**src/hw/cpuPkg.sv**
```systemverilog
// CPU package with ISA opcodes, field widths, ALU codes, AXI constants and the memory word
package cpuPkg;

  localparam int dataWidth    = 16; // Bus and register width
  localparam int axiDataWidth = 32; // Only low half carries data
  localparam int axiAddrWidth = 32; // Byte address = word address << 2
  localparam int numRegs      = 8;  // R0..R7
  localparam int pcIndex      = 7;  // R7 is the program counter
  localparam int opcodeWidth  = 4;
  localparam int regSelWidth  = 3;
  localparam int stepWidth    = 3;  // T0..T5
  localparam int aluOpWidth   = 2;

  // Opcodes 0 to 8, no push or pop
  localparam logic [opcodeWidth-1:0] opMv   = 4'd0; // Rx <- Ry
  localparam logic [opcodeWidth-1:0] opMvi  = 4'd1; // Rx <- imm
  localparam logic [opcodeWidth-1:0] opMvnz = 4'd2; // Rx <- Ry if G != 0
  localparam logic [opcodeWidth-1:0] opAdd  = 4'd3;
  localparam logic [opcodeWidth-1:0] opSub  = 4'd4;
  localparam logic [opcodeWidth-1:0] opSlt  = 4'd5; // Signed less than
  localparam logic [opcodeWidth-1:0] opCmp  = 4'd6; // Equality
  localparam logic [opcodeWidth-1:0] opLd   = 4'd7; // Rx <- mem[Ry]
  localparam logic [opcodeWidth-1:0] opSt   = 4'd8; // mem[Ry] <- Rx

  localparam logic [aluOpWidth-1:0] aluAdd = 2'd0;
  localparam logic [aluOpWidth-1:0] aluSub = 2'd1;
  localparam logic [aluOpWidth-1:0] aluSlt = 2'd2;
  localparam logic [aluOpWidth-1:0] aluCmp = 2'd3;

  localparam logic [1:0] axiRespOkay = 2'b00;

  // One memory word, seen as an instruction or as plain data
  typedef union packed {
    struct packed {
      logic [dataWidth-opcodeWidth-2*regSelWidth-1:0] unused; // Top 6 bits
      logic [opcodeWidth-1:0]                         opcode;
      logic [regSelWidth-1:0]                         rx;     // Destination
      logic [regSelWidth-1:0]                         ry;     // Source
    } fields;
    logic [dataWidth-1:0] data;
  } memWordT;

endpackage

```
**src/hw/cpuIfs.sv**
```systemverilog
// Control-to-datapath strobes and the single-request memory interface
`timescale 1ns/1ps

interface cpuCtrlIf;
  logic [cpuPkg::numRegs-1:0]    rIn;      // Register load, one-hot
  logic [cpuPkg::numRegs-1:0]    rOut;     // Register onto bus, one-hot
  logic                          dinOut;   // Memory read data onto bus
  logic                          gOut;     // G onto bus
  logic                          aIn;      // Load A
  logic                          gIn;      // Load G from ALU
  logic                          addrIn;   // Load ADDR
  logic                          doutIn;   // Load DOUT
  logic                          incrPc;   // R7 + 1
  logic [cpuPkg::aluOpWidth-1:0] aluOp;
  logic                          gNonZero; // For mvnz

  modport ctrl (
    output rIn, rOut, dinOut, gOut, aIn, gIn, addrIn, doutIn, incrPc, aluOp,
    input  gNonZero
  );
  modport data (
    input  rIn, rOut, dinOut, gOut, aIn, gIn, addrIn, doutIn, incrPc, aluOp,
    output gNonZero
  );
endinterface

interface memReqIf;
  logic                         rdStart; // One-cycle pulse
  logic                         wrStart; // One-cycle pulse
  logic                         memDone; // Cycle after last handshake
  logic [cpuPkg::dataWidth-1:0] rdata;   // Last read word
  logic [cpuPkg::dataWidth-1:0] addr;    // Word address from ADDR
  logic [cpuPkg::dataWidth-1:0] wdata;   // From DOUT

  modport req  (output rdStart, wrStart, input memDone, rdata);
  modport port (input rdStart, wrStart, addr, wdata, output memDone, rdata);
  modport src  (output addr, wdata, input rdata);
endinterface

```
**src/hw/controlUnit.sv**
```systemverilog
// Control unit with step counter, instruction register and per-opcode sequencing
`timescale 1ns/1ps

module controlUnit (
  input  logic   clock,
  input  logic   arstN,
  cpuCtrlIf.ctrl ctl,
  memReqIf.req   mem,
  input  logic   run,
  output logic   done
);

  cpuPkg::memWordT              ir;       // Instruction register
  logic [cpuPkg::stepWidth-1:0] step;     // T0..T5
  logic [cpuPkg::numRegs-1:0]   rxSel;    // One-hot Rx
  logic [cpuPkg::numRegs-1:0]   rySel;    // One-hot Ry
  logic [cpuPkg::numRegs-1:0]   pcSel;    // One-hot R7
  logic                         irIn;
  logic                         advance;  // Go to next step
  logic                         finish;   // Last step, back to T0
  logic                         readStep; // Step that issues a read and waits
  logic                         rdBusy;   // Read outstanding

  always_comb
  begin
    rxSel = '0;
    rySel = '0;
    pcSel = '0;
    rxSel[ir.fields.rx] = 1'b1;
    rySel[ir.fields.ry] = 1'b1;
    pcSel[cpuPkg::pcIndex] = 1'b1;
  end

  always_comb
  begin
    ctl.rIn     = '0;
    ctl.rOut    = '0;
    ctl.dinOut  = 1'b0;
    ctl.gOut    = 1'b0;
    ctl.aIn     = 1'b0;
    ctl.gIn     = 1'b0;
    ctl.addrIn  = 1'b0;
    ctl.doutIn  = 1'b0;
    ctl.incrPc  = 1'b0;
    ctl.aluOp   = cpuPkg::aluAdd;
    mem.rdStart = 1'b0;
    mem.wrStart = 1'b0;
    irIn        = 1'b0;
    readStep    = 1'b0;
    advance     = 1'b1;
    finish      = 1'b0;
    case (step)
      3'd0:
        if (run)
        begin
          ctl.rOut   = pcSel; // PC to ADDR for fetch
          ctl.addrIn = 1'b1;
        end
        else
          advance = 1'b0; // Idle, no further fetches
      3'd1: readStep = 1'b1; // Instruction fetch
      3'd2:
      begin
        irIn       = 1'b1; // IR from read data
        ctl.incrPc = 1'b1;
      end
      3'd3:
        case (ir.fields.opcode)
          cpuPkg::opMv:
          begin
            ctl.rIn  = rxSel;
            ctl.rOut = rySel;
            finish   = 1'b1;
          end
          cpuPkg::opMvnz:
          begin
            ctl.rIn  = rxSel;
            ctl.rOut = ctl.gNonZero ? rySel : rxSel; // Zero G keeps Rx
            finish   = 1'b1;
          end
          cpuPkg::opMvi:
          begin
            ctl.rOut   = pcSel; // Immediate sits at PC
            ctl.addrIn = 1'b1;
          end
          cpuPkg::opAdd, cpuPkg::opSub, cpuPkg::opSlt, cpuPkg::opCmp:
          begin
            ctl.rOut = rxSel; // First operand into A
            ctl.aIn  = 1'b1;
          end
          cpuPkg::opLd:
          begin
            ctl.rOut   = rySel; // Pointer into ADDR
            ctl.addrIn = 1'b1;
          end
          cpuPkg::opSt:
          begin
            ctl.rOut   = rxSel; // Store data into DOUT
            ctl.doutIn = 1'b1;
          end
          default: finish = 1'b1; // Unknown opcode runs as nop
        endcase
      3'd4:
        case (ir.fields.opcode)
          cpuPkg::opMvi, cpuPkg::opLd: readStep = 1'b1;
          cpuPkg::opAdd, cpuPkg::opSub, cpuPkg::opSlt, cpuPkg::opCmp:
          begin
            ctl.rOut = rySel; // Second operand straight from bus
            ctl.gIn  = 1'b1;
            ctl.aluOp = 2'(ir.fields.opcode - cpuPkg::opAdd); // add..cmp follow opAdd in order
          end
          cpuPkg::opSt:
          begin
            ctl.rOut    = rySel; // Address into ADDR
            ctl.addrIn  = 1'b1;
            mem.wrStart = 1'b1; // AXI valids rise once ADDR is loaded
          end
          default: finish = 1'b1;
        endcase
      3'd5:
        case (ir.fields.opcode)
          cpuPkg::opMvi:
          begin
            ctl.rIn    = rxSel;
            ctl.dinOut = 1'b1;
            ctl.incrPc = 1'b1; // Skip over the immediate
            finish     = 1'b1;
          end
          cpuPkg::opAdd, cpuPkg::opSub, cpuPkg::opSlt, cpuPkg::opCmp:
          begin
            ctl.rIn  = rxSel; // Rx <- G
            ctl.gOut = 1'b1;
            finish   = 1'b1;
          end
          cpuPkg::opLd:
          begin
            ctl.rIn    = rxSel;
            ctl.dinOut = 1'b1;
            finish     = 1'b1;
          end
          cpuPkg::opSt:
          begin
            advance = 1'b0; // Hold for write response
            finish  = mem.memDone;
          end
          default: finish = 1'b1;
        endcase
      default: finish = 1'b1; // Unreachable steps fall back to fetch
    endcase
    if (readStep)
    begin
      mem.rdStart = !rdBusy; // Pulse once, then wait
      advance     = mem.memDone;
    end
    done = finish;
  end

  always_ff @(posedge clock or negedge arstN)
  begin
    if (!arstN)
    begin
      step   <= '0;
      rdBusy <= 1'b0;
    end
    else
    begin
      if (finish)
        step <= '0;
      else if (advance)
        step <= step + 1'b1;
      if (mem.rdStart)
        rdBusy <= 1'b1;
      else if (mem.memDone)
        rdBusy <= 1'b0;
    end
  end

  always_ff @(posedge clock)
  begin
    if (irIn)
      ir.data <= mem.rdata;
  end

endmodule

```
**src/hw/cpuTop.sv**
```systemverilog
// CPU top level joining control, datapath and the AXI4-Lite memory port
`timescale 1ns/1ps

module cpuTop (
  input  logic                            clock,
  input  logic                            arstN,
  input  logic                            run,     // Keep fetching while high
  output logic                            done,    // Last step of an instruction
  output logic [cpuPkg::axiAddrWidth-1:0] awAddr,
  output logic                            awValid,
  input  logic                            awReady,
  output logic [cpuPkg::axiDataWidth-1:0] wData,
  output logic [3:0]                      wStrb,
  output logic                            wValid,
  input  logic                            wReady,
  input  logic [1:0]                      bResp,
  input  logic                            bValid,
  output logic                            bReady,
  output logic [cpuPkg::axiAddrWidth-1:0] arAddr,
  output logic                            arValid,
  input  logic                            arReady,
  input  logic [cpuPkg::axiDataWidth-1:0] rData,
  input  logic [1:0]                      rResp,
  input  logic                            rValid,
  output logic                            rReady
);

  cpuCtrlIf ctlBus (); // Strobes and gNonZero
  memReqIf  memBus (); // Read and write requests

  controlUnit uCtrl (
    .clock (clock),
    .arstN (arstN),
    .ctl   (ctlBus.ctrl),
    .mem   (memBus.req),
    .run   (run),
    .done  (done)
  );

  dataPath uData (
    .clock (clock),
    .arstN (arstN),
    .ctl   (ctlBus.data),
    .mem   (memBus.src)
  );

  memPort uMem (
    .clock (clock),
    .arstN (arstN),
    .mem   (memBus.port),
    .awAddr (awAddr), .awValid (awValid), .awReady (awReady),
    .wData  (wData),  .wStrb   (wStrb),   .wValid  (wValid), .wReady (wReady),
    .bResp  (bResp),  .bValid  (bValid),  .bReady  (bReady),
    .arAddr (arAddr), .arValid (arValid), .arReady (arReady),
    .rData  (rData),  .rResp   (rResp),   .rValid  (rValid), .rReady (rReady)
  );

endmodule

```
**src/hw/dataPath.sv**
```systemverilog
// Datapath with register file, shared bus, A and G registers, ALU, ADDR and DOUT
`timescale 1ns/1ps

module dataPath (
  input  logic   clock,
  input  logic   arstN,
  cpuCtrlIf.data ctl,
  memReqIf.src   mem
);

  logic [cpuPkg::dataWidth-1:0] gpr [cpuPkg::numRegs-1]; // R0..R6
  logic [cpuPkg::dataWidth-1:0] pc;                      // R7
  logic [cpuPkg::dataWidth-1:0] regView [cpuPkg::numRegs];
  logic [cpuPkg::dataWidth-1:0] bus;
  logic [cpuPkg::dataWidth-1:0] aReg;
  logic [cpuPkg::dataWidth-1:0] gReg;
  logic [cpuPkg::dataWidth-1:0] addrReg;
  logic [cpuPkg::dataWidth-1:0] doutReg;
  cpuPkg::memWordT              aluResult;

  always_comb
  begin
    for (int i = 0; i < cpuPkg::numRegs - 1; i++)
      regView[i] = gpr[i];
    regView[cpuPkg::pcIndex] = pc;
  end

  // Bus source, at most one active
  always_comb
  begin
    bus = '0;
    if (ctl.gOut)
      bus = gReg;
    else if (ctl.dinOut)
      bus = mem.rdata;
    else
      for (int i = 0; i < cpuPkg::numRegs; i++)
        if (ctl.rOut[i])
          bus = bus | regView[i];
  end

  always_comb
  begin
    aluResult = '0;
    case (ctl.aluOp)
      cpuPkg::aluAdd: aluResult.data = aReg + bus; // Wraps at 16 bits
      cpuPkg::aluSub: aluResult.data = aReg - bus;
      cpuPkg::aluSlt: aluResult.data[0] = $signed(aReg) < $signed(bus);
      cpuPkg::aluCmp: aluResult.data[0] = aReg == bus;
    endcase
  end

  always_ff @(posedge clock)
  begin
    for (int i = 0; i < cpuPkg::numRegs - 1; i++)
      if (ctl.rIn[i])
        gpr[i] <= bus;
    if (ctl.aIn)
      aReg <= bus;
    if (ctl.addrIn)
      addrReg <= bus;
    if (ctl.doutIn)
      doutReg <= bus;
  end

  // PC and G, both read by control
  always_ff @(posedge clock or negedge arstN)
  begin
    if (!arstN)
    begin
      pc   <= '0;
      gReg <= '0;
    end
    else
    begin
      if (ctl.rIn[cpuPkg::pcIndex])
        pc <= bus; // Bus load wins over increment
      else if (ctl.incrPc)
        pc <= pc + 1'b1;
      if (ctl.gIn)
        gReg <= aluResult.data;
    end
  end

  assign ctl.gNonZero = |gReg;
  assign mem.addr     = addrReg; // Stable while a request is out
  assign mem.wdata    = doutReg;

endmodule

```
**src/hw/memPort.sv**
```systemverilog
// AXI4-Lite master turning single read and write requests into channel handshakes
`timescale 1ns/1ps

module memPort (
  input  logic                              clock,
  input  logic                              arstN,
  memReqIf.port                             mem,
  output logic [cpuPkg::axiAddrWidth-1:0]   awAddr,
  output logic                              awValid,
  input  logic                              awReady,
  output logic [cpuPkg::axiDataWidth-1:0]   wData,
  output logic [3:0]                        wStrb,
  output logic                              wValid,
  input  logic                              wReady,
  input  logic [1:0]                        bResp,
  input  logic                              bValid,
  output logic                              bReady,
  output logic [cpuPkg::axiAddrWidth-1:0]   arAddr,
  output logic                              arValid,
  input  logic                              arReady,
  input  logic [cpuPkg::axiDataWidth-1:0]   rData,
  input  logic [1:0]                        rResp,
  input  logic                              rValid,
  output logic                              rReady
);

  logic [cpuPkg::axiAddrWidth-1:0] byteAddr;
  logic                            awLast;  // AW done or finishing now
  logic                            wLast;   // W done or finishing now
  logic                            rFire;
  logic                            bFire;

  assign byteAddr = {{(cpuPkg::axiAddrWidth - cpuPkg::dataWidth - 2){1'b0}}, mem.addr, 2'b00};
  assign awAddr   = byteAddr;
  assign arAddr   = byteAddr;
  assign wData    = {{(cpuPkg::axiDataWidth - cpuPkg::dataWidth){1'b0}}, mem.wdata};
  assign wStrb    = 4'b0011; // Low half word only
  assign awLast   = !awValid || awReady;
  assign wLast    = !wValid || wReady;
  assign rFire    = rValid && rReady;
  assign bFire    = bValid && bReady;

  // Read side: AR then R
  always_ff @(posedge clock or negedge arstN)
  begin
    if (!arstN)
    begin
      arValid <= 1'b0;
      rReady  <= 1'b0;
    end
    else
    begin
      if (mem.rdStart)
        arValid <= 1'b1;
      else if (arReady)
        arValid <= 1'b0;
      if (arValid && arReady)
        rReady <= 1'b1;
      else if (rFire)
        rReady <= 1'b0;
    end
  end

  // Write side: AW and W together, each drops on own ready, then B
  always_ff @(posedge clock or negedge arstN)
  begin
    if (!arstN)
    begin
      awValid     <= 1'b0;
      wValid      <= 1'b0;
      bReady      <= 1'b0;
      mem.memDone <= 1'b0;
    end
    else
    begin
      if (mem.wrStart)
        awValid <= 1'b1;
      else if (awReady)
        awValid <= 1'b0;
      if (mem.wrStart)
        wValid <= 1'b1;
      else if (wReady)
        wValid <= 1'b0;
      if ((awValid || wValid) && awLast && wLast)
        bReady <= 1'b1; // Last of AW/W just went through
      else if (bFire)
        bReady <= 1'b0;
      mem.memDone <= rFire || bFire; // Any response still counts as done
    end
  end

  always_ff @(posedge clock)
  begin
    if (rFire)
      mem.rdata <= (rResp == cpuPkg::axiRespOkay) ? rData[cpuPkg::dataWidth-1:0] : '0;
  end

endmodule

```
**config.mk**
```make
export PLATFORM = sky130hd
export DESIGN_NAME = cpuTop
export DESIGN_NICKNAME = d
export VERILOG_FILES = /design/src/hw/cpuPkg.sv /design/src/hw/cpuIfs.sv /design/src/hw/controlUnit.sv /design/src/hw/cpuTop.sv /design/src/hw/dataPath.sv /design/src/hw/memPort.sv
export SDC_FILE = /design/constraint.sdc
export NUM_CORES = 1
export LEC_CHECK = 0
export BUFFER_PORTS_ARGS = -buffer_cell sky130_fd_sc_hd__buf_2
export CORE_AREA = 3 3 179 181
export CTS_CLUSTER_DIAMETER = 100
export DETAILED_ROUTE_END_ITERATION = 12
export DIE_AREA = 0 0 182 184
export PLACE_DENSITY_LB_ADDON = 0.15
export SETUP_SLACK_MARGIN = 0.5
export SYNTH_ARGS = -nofsm -noshare
export SYNTH_HDL_FRONTEND = slang
export SYNTH_SLANG_ARGS = --single-unit
```
**constraint.sdc**
```tcl
create_clock -name clock -period 15.4 [get_ports clock]
set_input_delay 1.54 -clock clock [delete_from_list [all_inputs] [get_ports clock]]
set_output_delay 1.54 -clock clock [all_outputs]
set_load 0.02 [all_outputs]
```
==> out/qor.csv, run 1 <==
stage;metric;value;unit
setup_path;critical-path-top-delay-family;compound AO/OA/AOI/OAI gates;
timing;min_period;7.74;ns
yosys;synth.most_common_cell;edfxtp_1;
timing;fin_ws;7.66;ns
setup_path;cpMaxStageDelayCell;o21ai_1;
yosys;postSynthCellCount;1027;
pwr;clockPowerShare;0.276;
yosys;synthTopCellsByArea;edfxtp_1 46%, dfrtp_1 8.6%, ha_1 4.3%;
pwr;cellLeakagePower;0.00520;µW
placed_design;placed_area;0.0128;mm²
yosys;synth-edff-count;186;
yosys;synth_common_cells;186 x edfxtp_1, 73 x nor2_1, 69 x buf_4;
yosys;synth_area;0.0122;mm²
route;wirelength;34900;µm
cells_and_area;drive_above_1_share;0.174;
pwr;netSwitchingPower;899;µW
setup_path;crit_type;flip-flop to flip-flop;
clock_network;cts_buffers;26;
floorplanning;die-area;0.0335;mm²
clock_network;cts_hold_buf;0;
clock_network;insertion_delay;0.53;ns
pwr;p_seq_frac;0.374;
cells_and_area;stdcell_area;0.0137;mm²
floorplanning;coreArea;0.0306;mm²
cells_and_area;nets;1179;
floorplanning;fp-row-count;64;
pwr;total_power;2420;µW
setup_path;worst-path-buf-inv;3;
route;first_pass_iters;6;
setup_path;start_kind;flip-flop;
placed_design;gp_congestion;0.891;
timing;hold_viol_final;0;
hold_path;hp-class;flip-flop to flip-flop;
clock_network;post_cts_resized;0;
clock_network;post_cts_buffers;0;
clock_network;clockRootBuffer;clkbuf_16;
cells_and_area;n_antenna_cell;0;
placed_design;dp.cells;1459;
timing;setup_tns;0;ns
timing;fmaxAchievable;0.129;GHz
route;viasPerCell;5.82;
yosys;synth.ff_latch_count;228;
cells_and_area;fin_cells;1507;
global_routing;grt_max_degree;43;
global_routing;antenna_found_initial;0;
clock_network;clk_pin_slew;0.06;ns
timing;skew;0.00901;ns
clock_network;cts_max_path_buffers;3;
timing;rsz0062_at_grt;no;
route;vias;8774;
yosys;yosysUniqueCellTypes;79;
yosys;synth_flop_cell;edfxtp_1;
setup_path;cp_cell_sequence;inv_1 > ha_1 > nor2b_1 > or4_4 > o32ai_4 > buf_4 > and2_1 > a221oi_1 > and3_1 > o21ai_1 > ha_1 > inv_1 > fa_1 > nand3_1 > a21oi_1 > o221ai_1 > a31oi_1 > a31o_2 > a311o_1 > o21a_1 > o41ai_1;
route;drt_iter0_drc;786;
setup_path;crit_arrival;8.14;ns
pwr;power_density;176;mW/mm²
floorplanning;io-pin-count;150;
yosys;postSynthAreaPerCell;11.9;µm²
clock_network;tritoncts;done;
route;post_drt_wl_per_cell;23.2;µm
yosys;synth_async_sr_flop_share;0.184;
clock_network;cts_sinks;228;
placed_design;pre_cts_ws;7.74;ns
route;ant_nets;0;
yosys;yosysSeqAreaShare;0.544;
yosys;synth_area_leader_cell;edfxtp_1;
yosys;yosys.area.top_type_share;0.458;
pwr;ir_drop;0.0971;mV
yosys;ys_warn_count;0;
global_routing;track_usage;0.203;
global_routing;grt_pass1_wl;52000;µm
pwr;pwr-share-comb;0.350;
setup_path;endpoint_kind;flip-flop;
timing;slew_headroom;0.267;
cells_and_area;syn2layout_area_growth;12.2;%
route;drcViolationCount;0;
timing;worstMarginPinSlew;1.10;ns
pwr;switching_share;0.372;
floorplanning;die_x;182;µm
timing;fin_crit_sh;0.503;
setup_path;slowest_delay;0.85;ns
timing;slew_viol_final;0;
status;status;finished clean;
placed_design;hpwl;24300;µm
placed_design;io_buffers;79;
pwr;p_int;1520;µW
timing;finalSetupViolations;0;
floorplanning;start_util;0.399;
setup_path;cp_max_fo;29;
global_routing;grt_pass1_vias;8124;
floorplanning;die_h;184;µm
job;maxCapViolCount;0;
global_routing;grt_overflow_total;0;
clock_network;ctsHtreeMaxLevel;1;
setup_path;cp.required;15.79;ns
-- worst reg2reg max path, cell delays in order (launching register included) --
cell and delay, ns:
edfxtp_1 0.81, inv_1 0.61, ha_1 0.42, nor2b_1 0.08, or4_4 0.56, o32ai_4 0.28
buf_4 0.32, and2_1 0.53, a221oi_1 0.17, and3_1 0.24, o21ai_1 0.85, ha_1 0.33
inv_1 0.08, fa_1 0.43, nand3_1 0.11, a21oi_1 0.10, o221ai_1 0.36, a31oi_1 0.22
a31o_2 0.31, a311o_1 0.36, o21a_1 0.17, o41ai_1 0.26
-- power groups by stage --
stage	clock, µW	combinational [µW]	sequential, µW
after detailed placement	0	838	914
after CTS	680	843	903
after global routing	706	920	915
after global placement	0	837	913
final	668	845	903
after floorplan	0	596	893
-- area by class of cell --
class                           instances  area, µm²
Sequential cell                       228       6640
Tap cell                              396        495
Clock inverter                         15        205
Timing Repair Buffer                  106        598
Fill cell                            2858      16900
Multi-Input combinational cell        687       4890
Clock buffer                           33        718
Inverter                               42        158
-- final timing paths --
| kind | start | endpoint | slack, ns | cells past startpoint |
|---|---|---|---|---|
| max | uCtrl.ir[6] | uData.gReg[14] | 7.66 | 21 |
| min | uCtrl.rdBusy | uMem.arValid | 0.47 | 1 |
| max reg2reg | uCtrl.ir[6] | uData.gReg[14] | 7.66 | 21 |
| min reg2reg | uCtrl.rdBusy | uMem.arValid | 0.47 | 1 |
| max in group asynchronous | arstN | uData.gReg[0] | 13.55 | 1 |
| min in group asynchronous | arstN | uCtrl.step[0] | 1.19 | 1 |
-- logic make-up (layout without fill, tap and decap cells) --
logic type,count (synthesis),after routing,share of synthesized area
AO/OA/AOI/OAI,274,274,0.178
multiplexers,20,20,0.0233
XOR/XNOR,29,29,0.0208
AND/OR/NAND/NOR,268,268,0.114
flip-flops,228,228,0.544
buffers and inverters,162,196,0.0734
other,2,52,0.000615
adder cells (fa/ha/maj),44,44,0.0463
-- registers in the layout, summed over array words and instances, names as in the netlist, 3 cells and up --
signal / count
uData.gpr: 112
uData.aReg: 16
uData.mem.wdata: 16
uData.mem.addr: 16
uMem.mem.rdata: 16
uData.gReg: 16
uCtrl.step: 3
uCtrl.ir: 10
uData.pc: 16
-- cells in the final DEF (no fill, tap or decap), types with 6 or more instances in the layout --
cell       netlist  routed
conb_1           2      52
xor2_1           7       7
a21oi_1         26      26
mux2i_1          7       7
a31o_2           6       6
o31ai_1         10      10
dfrtp_1         42      42
buf_4           69      27
a211oi_1         7       7
nor2_1          73      72
a222oi_1        14      14
nand2b_1        10      10
nor4_1          14      12
a22o_1          25      25
nand4_1         17      17
o22ai_1         10      10
a31oi_1          8       8
nor3_1          16      14
buf_2           11      79
o21ai_0         17      17
ha_1            42      42
and2_1          23      23
o211ai_1        21      21
a22oi_1         27      27
nor2b_1         14      14
nand3_1         44      44
nand2_1         33      33
a221oi_1        23      23
xnor2_1         22      22
a21o_1          18      18
inv_1           42      42
mux4_2           6       6
mux2_2           7       7
o2bb2ai_1        6       6
edfxtp_1       186     186
o21a_1           8       8
clkbuf_16        0      27
-- metal layers --
metal / wire (µm) / track usage
met5: 0 / 0
met1: 15800 / 0.292
met3: 2120 / 0.0287
met4: 895 / 0.0512
met2: 16100 / 0.325
-- through the flow --
step,utilization,hold slack (ns)
CTS,0.448,0.471
floorplan,-,0.421
finish,0.448,0.472
global route,0.448,0.505
detailed placement,0.418,0.464
global placement,0.418,0.456
(Power assumes the default switching activity.)
==> run 2, diff against run 1 <==
Clock period 15.4 ns to 7.2 ns, I/O delays scaled along.
==> run 2 against run 1 <==
Sequential cell count is the same. Combinational power increased by 120%. Setup slack worse by 6.6 ns. Worst hold slack got worse by 0.11 ns. Clock skew fell by 0.0011 ns. Largest power group unchanged.
==> out/qor.csv, run 2 (synthesis gave the netlist of run 1 again) <==
stage;metric;value;unit;change
clock_network;cts_buffers;27;;+3.8%
setup_path;cp.required;7.62;ns;-8.17 ns
route;wirelength;35500;µm;+1.7%
floorplanning;die-area;0.0335;mm²;unchanged
cells_and_area;drive_above_1_share;0.187;;+0.0131
global_routing;track_usage;0.206;;+0.00283
floorplanning;fp-row-count;64;;unchanged
placed_design;io_buffers;79;;unchanged
cells_and_area;fin_cells;1520;;+0.86%
cells_and_area;syn2layout_area_growth;12.2;%;about the same
setup_path;cp_max_fo;13;;-55%
clock_network;cts_hold_buf;0;;unchanged
cells_and_area;nFillCells;2873;;+0.52%
status;status;finished clean;;
timing;fmaxAchievable;0.164;GHz;+27%
global_routing;grt_overflow_total;0;;unchanged
floorplanning;coreArea;0.0306;mm²;unchanged
timing;fin_crit_sh;0.848;;+0.345
clock_network;tritoncts;done;;
route;post_drt_wl_per_cell;23.4;µm;+0.86%
cells_and_area;stdcell_area;0.0137;mm²;about the same
timing;setup_tns;0;ns;unchanged
hold_path;hp-class;input port to asynchronous set/reset pin;;
route;ant_nets;0;;unchanged
pwr;cellLeakagePower;0.00523;µW;+0.54%
route;drt_iter0_drc;770;;-2.0%
setup_path;start_kind;flip-flop;;
pwr;ir_drop;0.199;mV;+100%
clock_network;ctsHtreeMaxLevel;1;;unchanged
floorplanning;start_util;0.399;;unchanged
cells_and_area;largest_reg_flops;112;;unchanged
cells_and_area;top_register;uData.gpr;;
global_routing;grt_pass1_wl;52600;µm;+1.3%
clock_network;cts_sinks;228;;unchanged
cells_and_area;layout_common_cells;186 x edfxtp_1, 79 x buf_2, 72 x nor2_1;;
clock_network;cts_max_path_buffers;3;;unchanged
timing;min_period;6.11;ns;-1.64 ns
timing;hold_viol_final;0;;unchanged
placed_design;hpwl;25400;µm;+4.7%
clock_network;clk_pin_slew;0.06;ns;about the same
route;first_pass_iters;7;;+1
setup_path;crit_type;flip-flop to flip-flop;;
route;drcViolationCount;0;;unchanged
cells_and_area;n_antenna_cell;0;;unchanged
placed_design;dp.cells;1472;;+0.89%
placed_design;gp_congestion;0.868;;-2.6%
floorplanning;die_x;182;µm;unchanged
global_routing;antenna_found_initial;0;;unchanged
clock_network;post_cts_buffers;0;;unchanged
route;vias;8805;;+0.35%
cells_and_area;nets;1193;;+1.2%
timing;skew;0.00791;ns;-0.00110 ns
setup_path;endpoint_kind;flip-flop;;
timing;slew_viol_final;0;;unchanged
setup_path;crit_arrival;6.53;ns;-1.61 ns
global_routing;grt_pass1_vias;8358;;+2.9%
timing;rsz0062_at_grt;no;;
placed_design;placed_area;0.0129;mm²;+0.76%
timing;slew_headroom;0.297;;+0.0298
timing;finalSetupViolations;0;;unchanged
cells_and_area;layout_commonest_cell;edfxtp_1;;
setup_path;reg2reg_slack;1.09;ns;-6.56 ns
floorplanning;io-pin-count;150;;unchanged
timing;worstMarginPinSlew;1.05;ns;-0.0447 ns
route;viasPerCell;5.79;;-0.50%
clock_network;insertion_delay;0.54;ns;about the same
pwr;power_density;367;mW/mm²;+110%
clock_network;clockRootBuffer;clkbuf_16;;
job;maxCapViolCount;0;;unchanged
floorplanning;die_h;184;µm;unchanged
clock_network;post_cts_resized;0;;unchanged
global_routing;grt_max_degree;43;;unchanged
-- run 2: cell count changes in the layout (fill, tap and decap cells not counted), sizes merged --
cell	delta
clkbuf	-1
inv	+1
bufinv	-5
clkinv	+2
clkinvlp	+3
buf	+13
-- run 2: final cells by class --
| cell class | instances | area, µm² | share of cell area |
|---|---|---|---|
| Sequential cell | 228 | 6640 | 0.484 |
| Multi-Input combinational cell | 687 | 4910 | 0.359 |
| Clock inverter | 16 | 95.1 | 0.00694 |
| Clock buffer | 32 | 704 | 0.0514 |
| Timing Repair Buffer | 119 | 696 | 0.0508 |
| Tap cell | 396 | 495 | 0.0362 |
| Inverter | 42 | 158 | 0.0115 |
-- run 2: worst max-delay path, cell delays in order (launching register included) --
cell	delay, ns
edfxtp_1	0.43
inv_1	0.15
ha_1	0.34
nor2b_1	0.09
or4_4	0.56
nor2_4	0.45
nor2_8	0.10
o41ai_4	0.52
a222oi_1	0.22
and3_1	0.23
o21ai_2	0.34
ha_1	0.24
inv_1	0.06
fa_1	0.43
nand3_1	0.10
a21oi_1	0.10
o221ai_1	0.32
a31oi_1	0.20
a31o_2	0.30
a311o_1	0.37
o21a_1	0.18
o41ai_1	0.24
-- run 2: path summary, 6_finish.rpt --
kind / end / depth (start not counted) / start
worst min-delay path: uCtrl.step[0] / 1 / arstN
worst max-delay path: uData.gReg[14] / 21 / uCtrl.ir[6]
min in group clock: uMem.rReady / 2 / rValid
worst max register to register: uData.gReg[14] / 21 / uCtrl.ir[6]
max in group asynchronous: uData.pc[3] / 1 / arstN
worst min register to register: uCtrl.rdBusy / 1 / uCtrl.rdBusy
-- run 2: routing by layer --
layer / GRT usage / wire length, µm / up-vias / part of all wire
li1: - / - / 4013 / -
met3: 0.0299 / 2310 / 73 / 0.065
met4: 0.0689 / 1230 / 0 / 0.035
met1: 0.287 / 15700 / 4339 / 0.44
met5: 0 / 0 / - / 0
met2: 0.332 / 16300 / 380 / 0.46
-- run 2: per-stage QoR --
step	setup slack (ns)	hold slack (ns)	utilization	power [µW]
after CTS	0.642	0.352	0.447	5050
final	1.09	0.361	0.448	5030
after floorplan	1.44	0.421	-	3180
after global placement	0.833	0.456	0.421	3790
after global routing	0.723	0.365	0.448	5310
after detailed placement	0.744	0.471	0.421	3800
-- run 2: report_power, final --
part | total, µW | leakage [µW] | internal (µW) | switching (µW)
registers | 1950 | 0.00223 | 1740 | 205
clock network | 1240 | 0.000388 | 697 | 541
logic | 1840 | 0.00261 | 648 | 1190
==> run 3, diff against run 2 <==
Clock period 7.2 ns to 6.3 ns, I/O delays scaled along.
==> run 3 against run 2 <==
Worst hold slack lost 0.19 ns. Cell area grew 2.2%. Die area is the same. Utilization grew 0.97 points. Highest routed layer unchanged.
==> out/qor.csv, run 3 (synthesis gave the netlist of run 1 again) <==
stage;metric;value;unit;change
route;vias;8830;;+0.28%
cells_and_area;fin_cells;1541;;+1.4%
route;drcViolationCount;0;;unchanged
timing;hold_ws;0.168;ns;-0.193 ns
route;viasPerCell;5.73;;-1.1%
clock_network;cts_hold_buf;0;;unchanged
setup_path;slowest_delay;0.50;ns;-0.06 ns
setup_path;start_kind;flip-flop;;
placed_design;io_buffers;79;;unchanged
route;drt_iter0_drc;855;;+11%
pwr;cellLeakagePower;0.00535;µW;+2.5%
floorplanning;die_h;184;µm;unchanged
timing;setup_tns;0;ns;unchanged
cells_and_area;top_register;uData.gpr;;
setup_path;r2r_cells;24;;+14%
clock_network;cts_buffers;27;;unchanged
setup_path;critical-path-top-delay-family;compound AO/OA/AOI/OAI gates;;
setup_path;worst-path-buf-inv;5;;+3
timing;slew_viol_final;0;;unchanged
cells_and_area;layout_commonest_cell;edfxtp_1;;
timing;slew_headroom;0.254;;-0.0424
setup_path;crit_arrival;6.08;ns;-0.45 ns
placed_design;gp_congestion;0.862;;-0.71%
job;maxCapViolCount;0;;unchanged
clock_network;cts_max_path_buffers;3;;unchanged
route;first_pass_iters;7;;unchanged
route;post_drt_wl_per_cell;23.1;µm;-1.2%
timing;hold_viol_final;0;;unchanged
setup_path;cp_cell_sequence;inv_1 > ha_2 > nor4b_2 > or4_4 > nor4b_4 > buf_4 > o21ai_1 > nand3_4 > a221oi_1 > and3_1 > o21ai_1 > buf_6 > ha_1 > inv_1 > fa_1 > or2_2 > a21oi_1 > o31a_1 > o41ai_1 > buf_4 > o211ai_1 > a211oi_1 > o21a_1 > o41ai_1;;
cells_and_area;drive_above_1_share;0.212;;+0.0254
timing;min_period;5.64;ns;-0.467 ns
cells_and_area;nets;1212;;+1.6%
floorplanning;die-area;0.0335;mm²;unchanged
status;status;finished clean;;
global_routing;grt_overflow_total;0;;unchanged
timing;skew;0.00997;ns;+0.00206 ns
timing;fin_crit_sh;0.895;;+0.0470
global_routing;grt_pass1_vias;8325;;-0.39%
route;ant_nets;0;;unchanged
clock_network;cts_sinks;228;;unchanged
hold_path;hp-class;input port to asynchronous set/reset pin;;
floorplanning;coreArea;0.0306;mm²;unchanged
clock_network;ctsHtreeMaxLevel;1;;unchanged
cells_and_area;largest_reg_flops;112;;unchanged
setup_path;path_depth;24;;+14%
timing;worstMarginPinSlew;1.12;ns;+0.0612 ns
route;wirelength;35600;µm;+0.18%
floorplanning;start_util;0.399;;unchanged
cells_and_area;layout_common_cells;186 x edfxtp_1, 79 x buf_2, 72 x nor2_1;;
placed_design;dp.cells;1485;;+0.88%
global_routing;grt_max_degree;43;;unchanged
placed_design;placed_area;0.0130;mm²;+0.76%
global_routing;track_usage;0.207;;+0.000876
timing;finalSetupViolations;0;;unchanged
setup_path;cp_max_fo;12;;-1
cells_and_area;syn2layout_area_growth;14.7;%;
setup_path;cpMaxStageDelayCell;or4_4;;
clock_network;tritoncts;done;;
floorplanning;die_x;182;µm;unchanged
pwr;ir_drop;0.244;mV;+23%
setup_path;endpoint_kind;flip-flop;;
timing;rsz0062_at_grt;no;;
setup_path;crit_type;flip-flop to flip-flop;;
clock_network;insertion_delay;0.55;ns;about the same
cells_and_area;stdcell_area;0.0140;mm²;+2.2%
global_routing;antenna_found_initial;0;;unchanged
pwr;power_density;422;mW/mm²;+15%
floorplanning;io-pin-count;150;;unchanged
global_routing;grt_pass1_wl;52400;µm;-0.47%
clock_network;clk_pin_slew;0.06;ns;about the same
timing;fmaxAchievable;0.177;GHz;+8.3%
cells_and_area;n_antenna_cell;0;;unchanged
placed_design;hpwl;25500;µm;+0.24%
setup_path;cp.required;6.74;ns;-0.88 ns
clock_network;clockRootBuffer;clkbuf_16;;
floorplanning;fp-row-count;64;;unchanged
[run 3: path summary, 6_finish.rpt]
| check | start | endpoint | slack (ns) |
|---|---|---|---|
| setup reg to reg | uCtrl.ir[7] | uData.gReg[14] | 0.66 |
| setup / recovery | uCtrl.ir[7] | uData.gReg[14] | 0.66 |
| hold / removal | arstN | uCtrl.step[2] | 0.17 |
| hold reg to reg | uCtrl.rdBusy | uMem.arValid | 0.47 |
| max in group asynchronous | arstN | uData.pc[4] | 5.70 |
| min in group clock | rValid | uMem.rReady | 0.27 |
[run 3: layout make-up]
| cell class | count | area [µm²] |
|---|---|---|
| flip-flops and latches | 228 | 6640 |
| well taps | 396 | 495 |
| fillers | 2842 | 16600 |
| clock buffers | 34 | 742 |
| multi-input cells | 687 | 4980 |
| repair buffers | 138 | 850 |
| inverters | 42 | 158 |
| clock inverters | 16 | 139 |
[run 3: timing repair]
action | CTS | global route
gates cloned | 0 | 1
endpoints found under the setup margin | 3 | 6
setup buffers | 3 | 2
pin swaps | 2 | 4
resized for setup | 3 | 17
[run 3: metrics by stage]
stage | utilization | power, µW | setup slack, ns
after floorplan | - | 3640 | 0.542
after global placement | 0.424 | 4330 | 0.455
after detailed placement | 0.424 | 4350 | 0.421
after CTS | 0.454 | 5900 | 0.520
after global routing | 0.458 | 6230 | 0.465
final | 0.458 | 5900 | 0.659
[run 3: power breakdown]
| part | leakage (µW) | internal [µW] | switching (µW) | total, µW |
|---|---|---|---|---|
| Sequential | 0.00223 | 1990 | 209 | 2200 |
| Clock | 0.000434 | 884 | 640 | 1520 |
| Combinational | 0.00269 | 781 | 1400 | 2180 |
[run 3: metal layers]
layer  vias up  wire, µm  global-route usage
met4         0       970              0.0570
li1       4050         -                   -
met3        53      2300              0.0261
met2       348     16100               0.330
met5         -         0                   0
met1      4379     16200               0.299
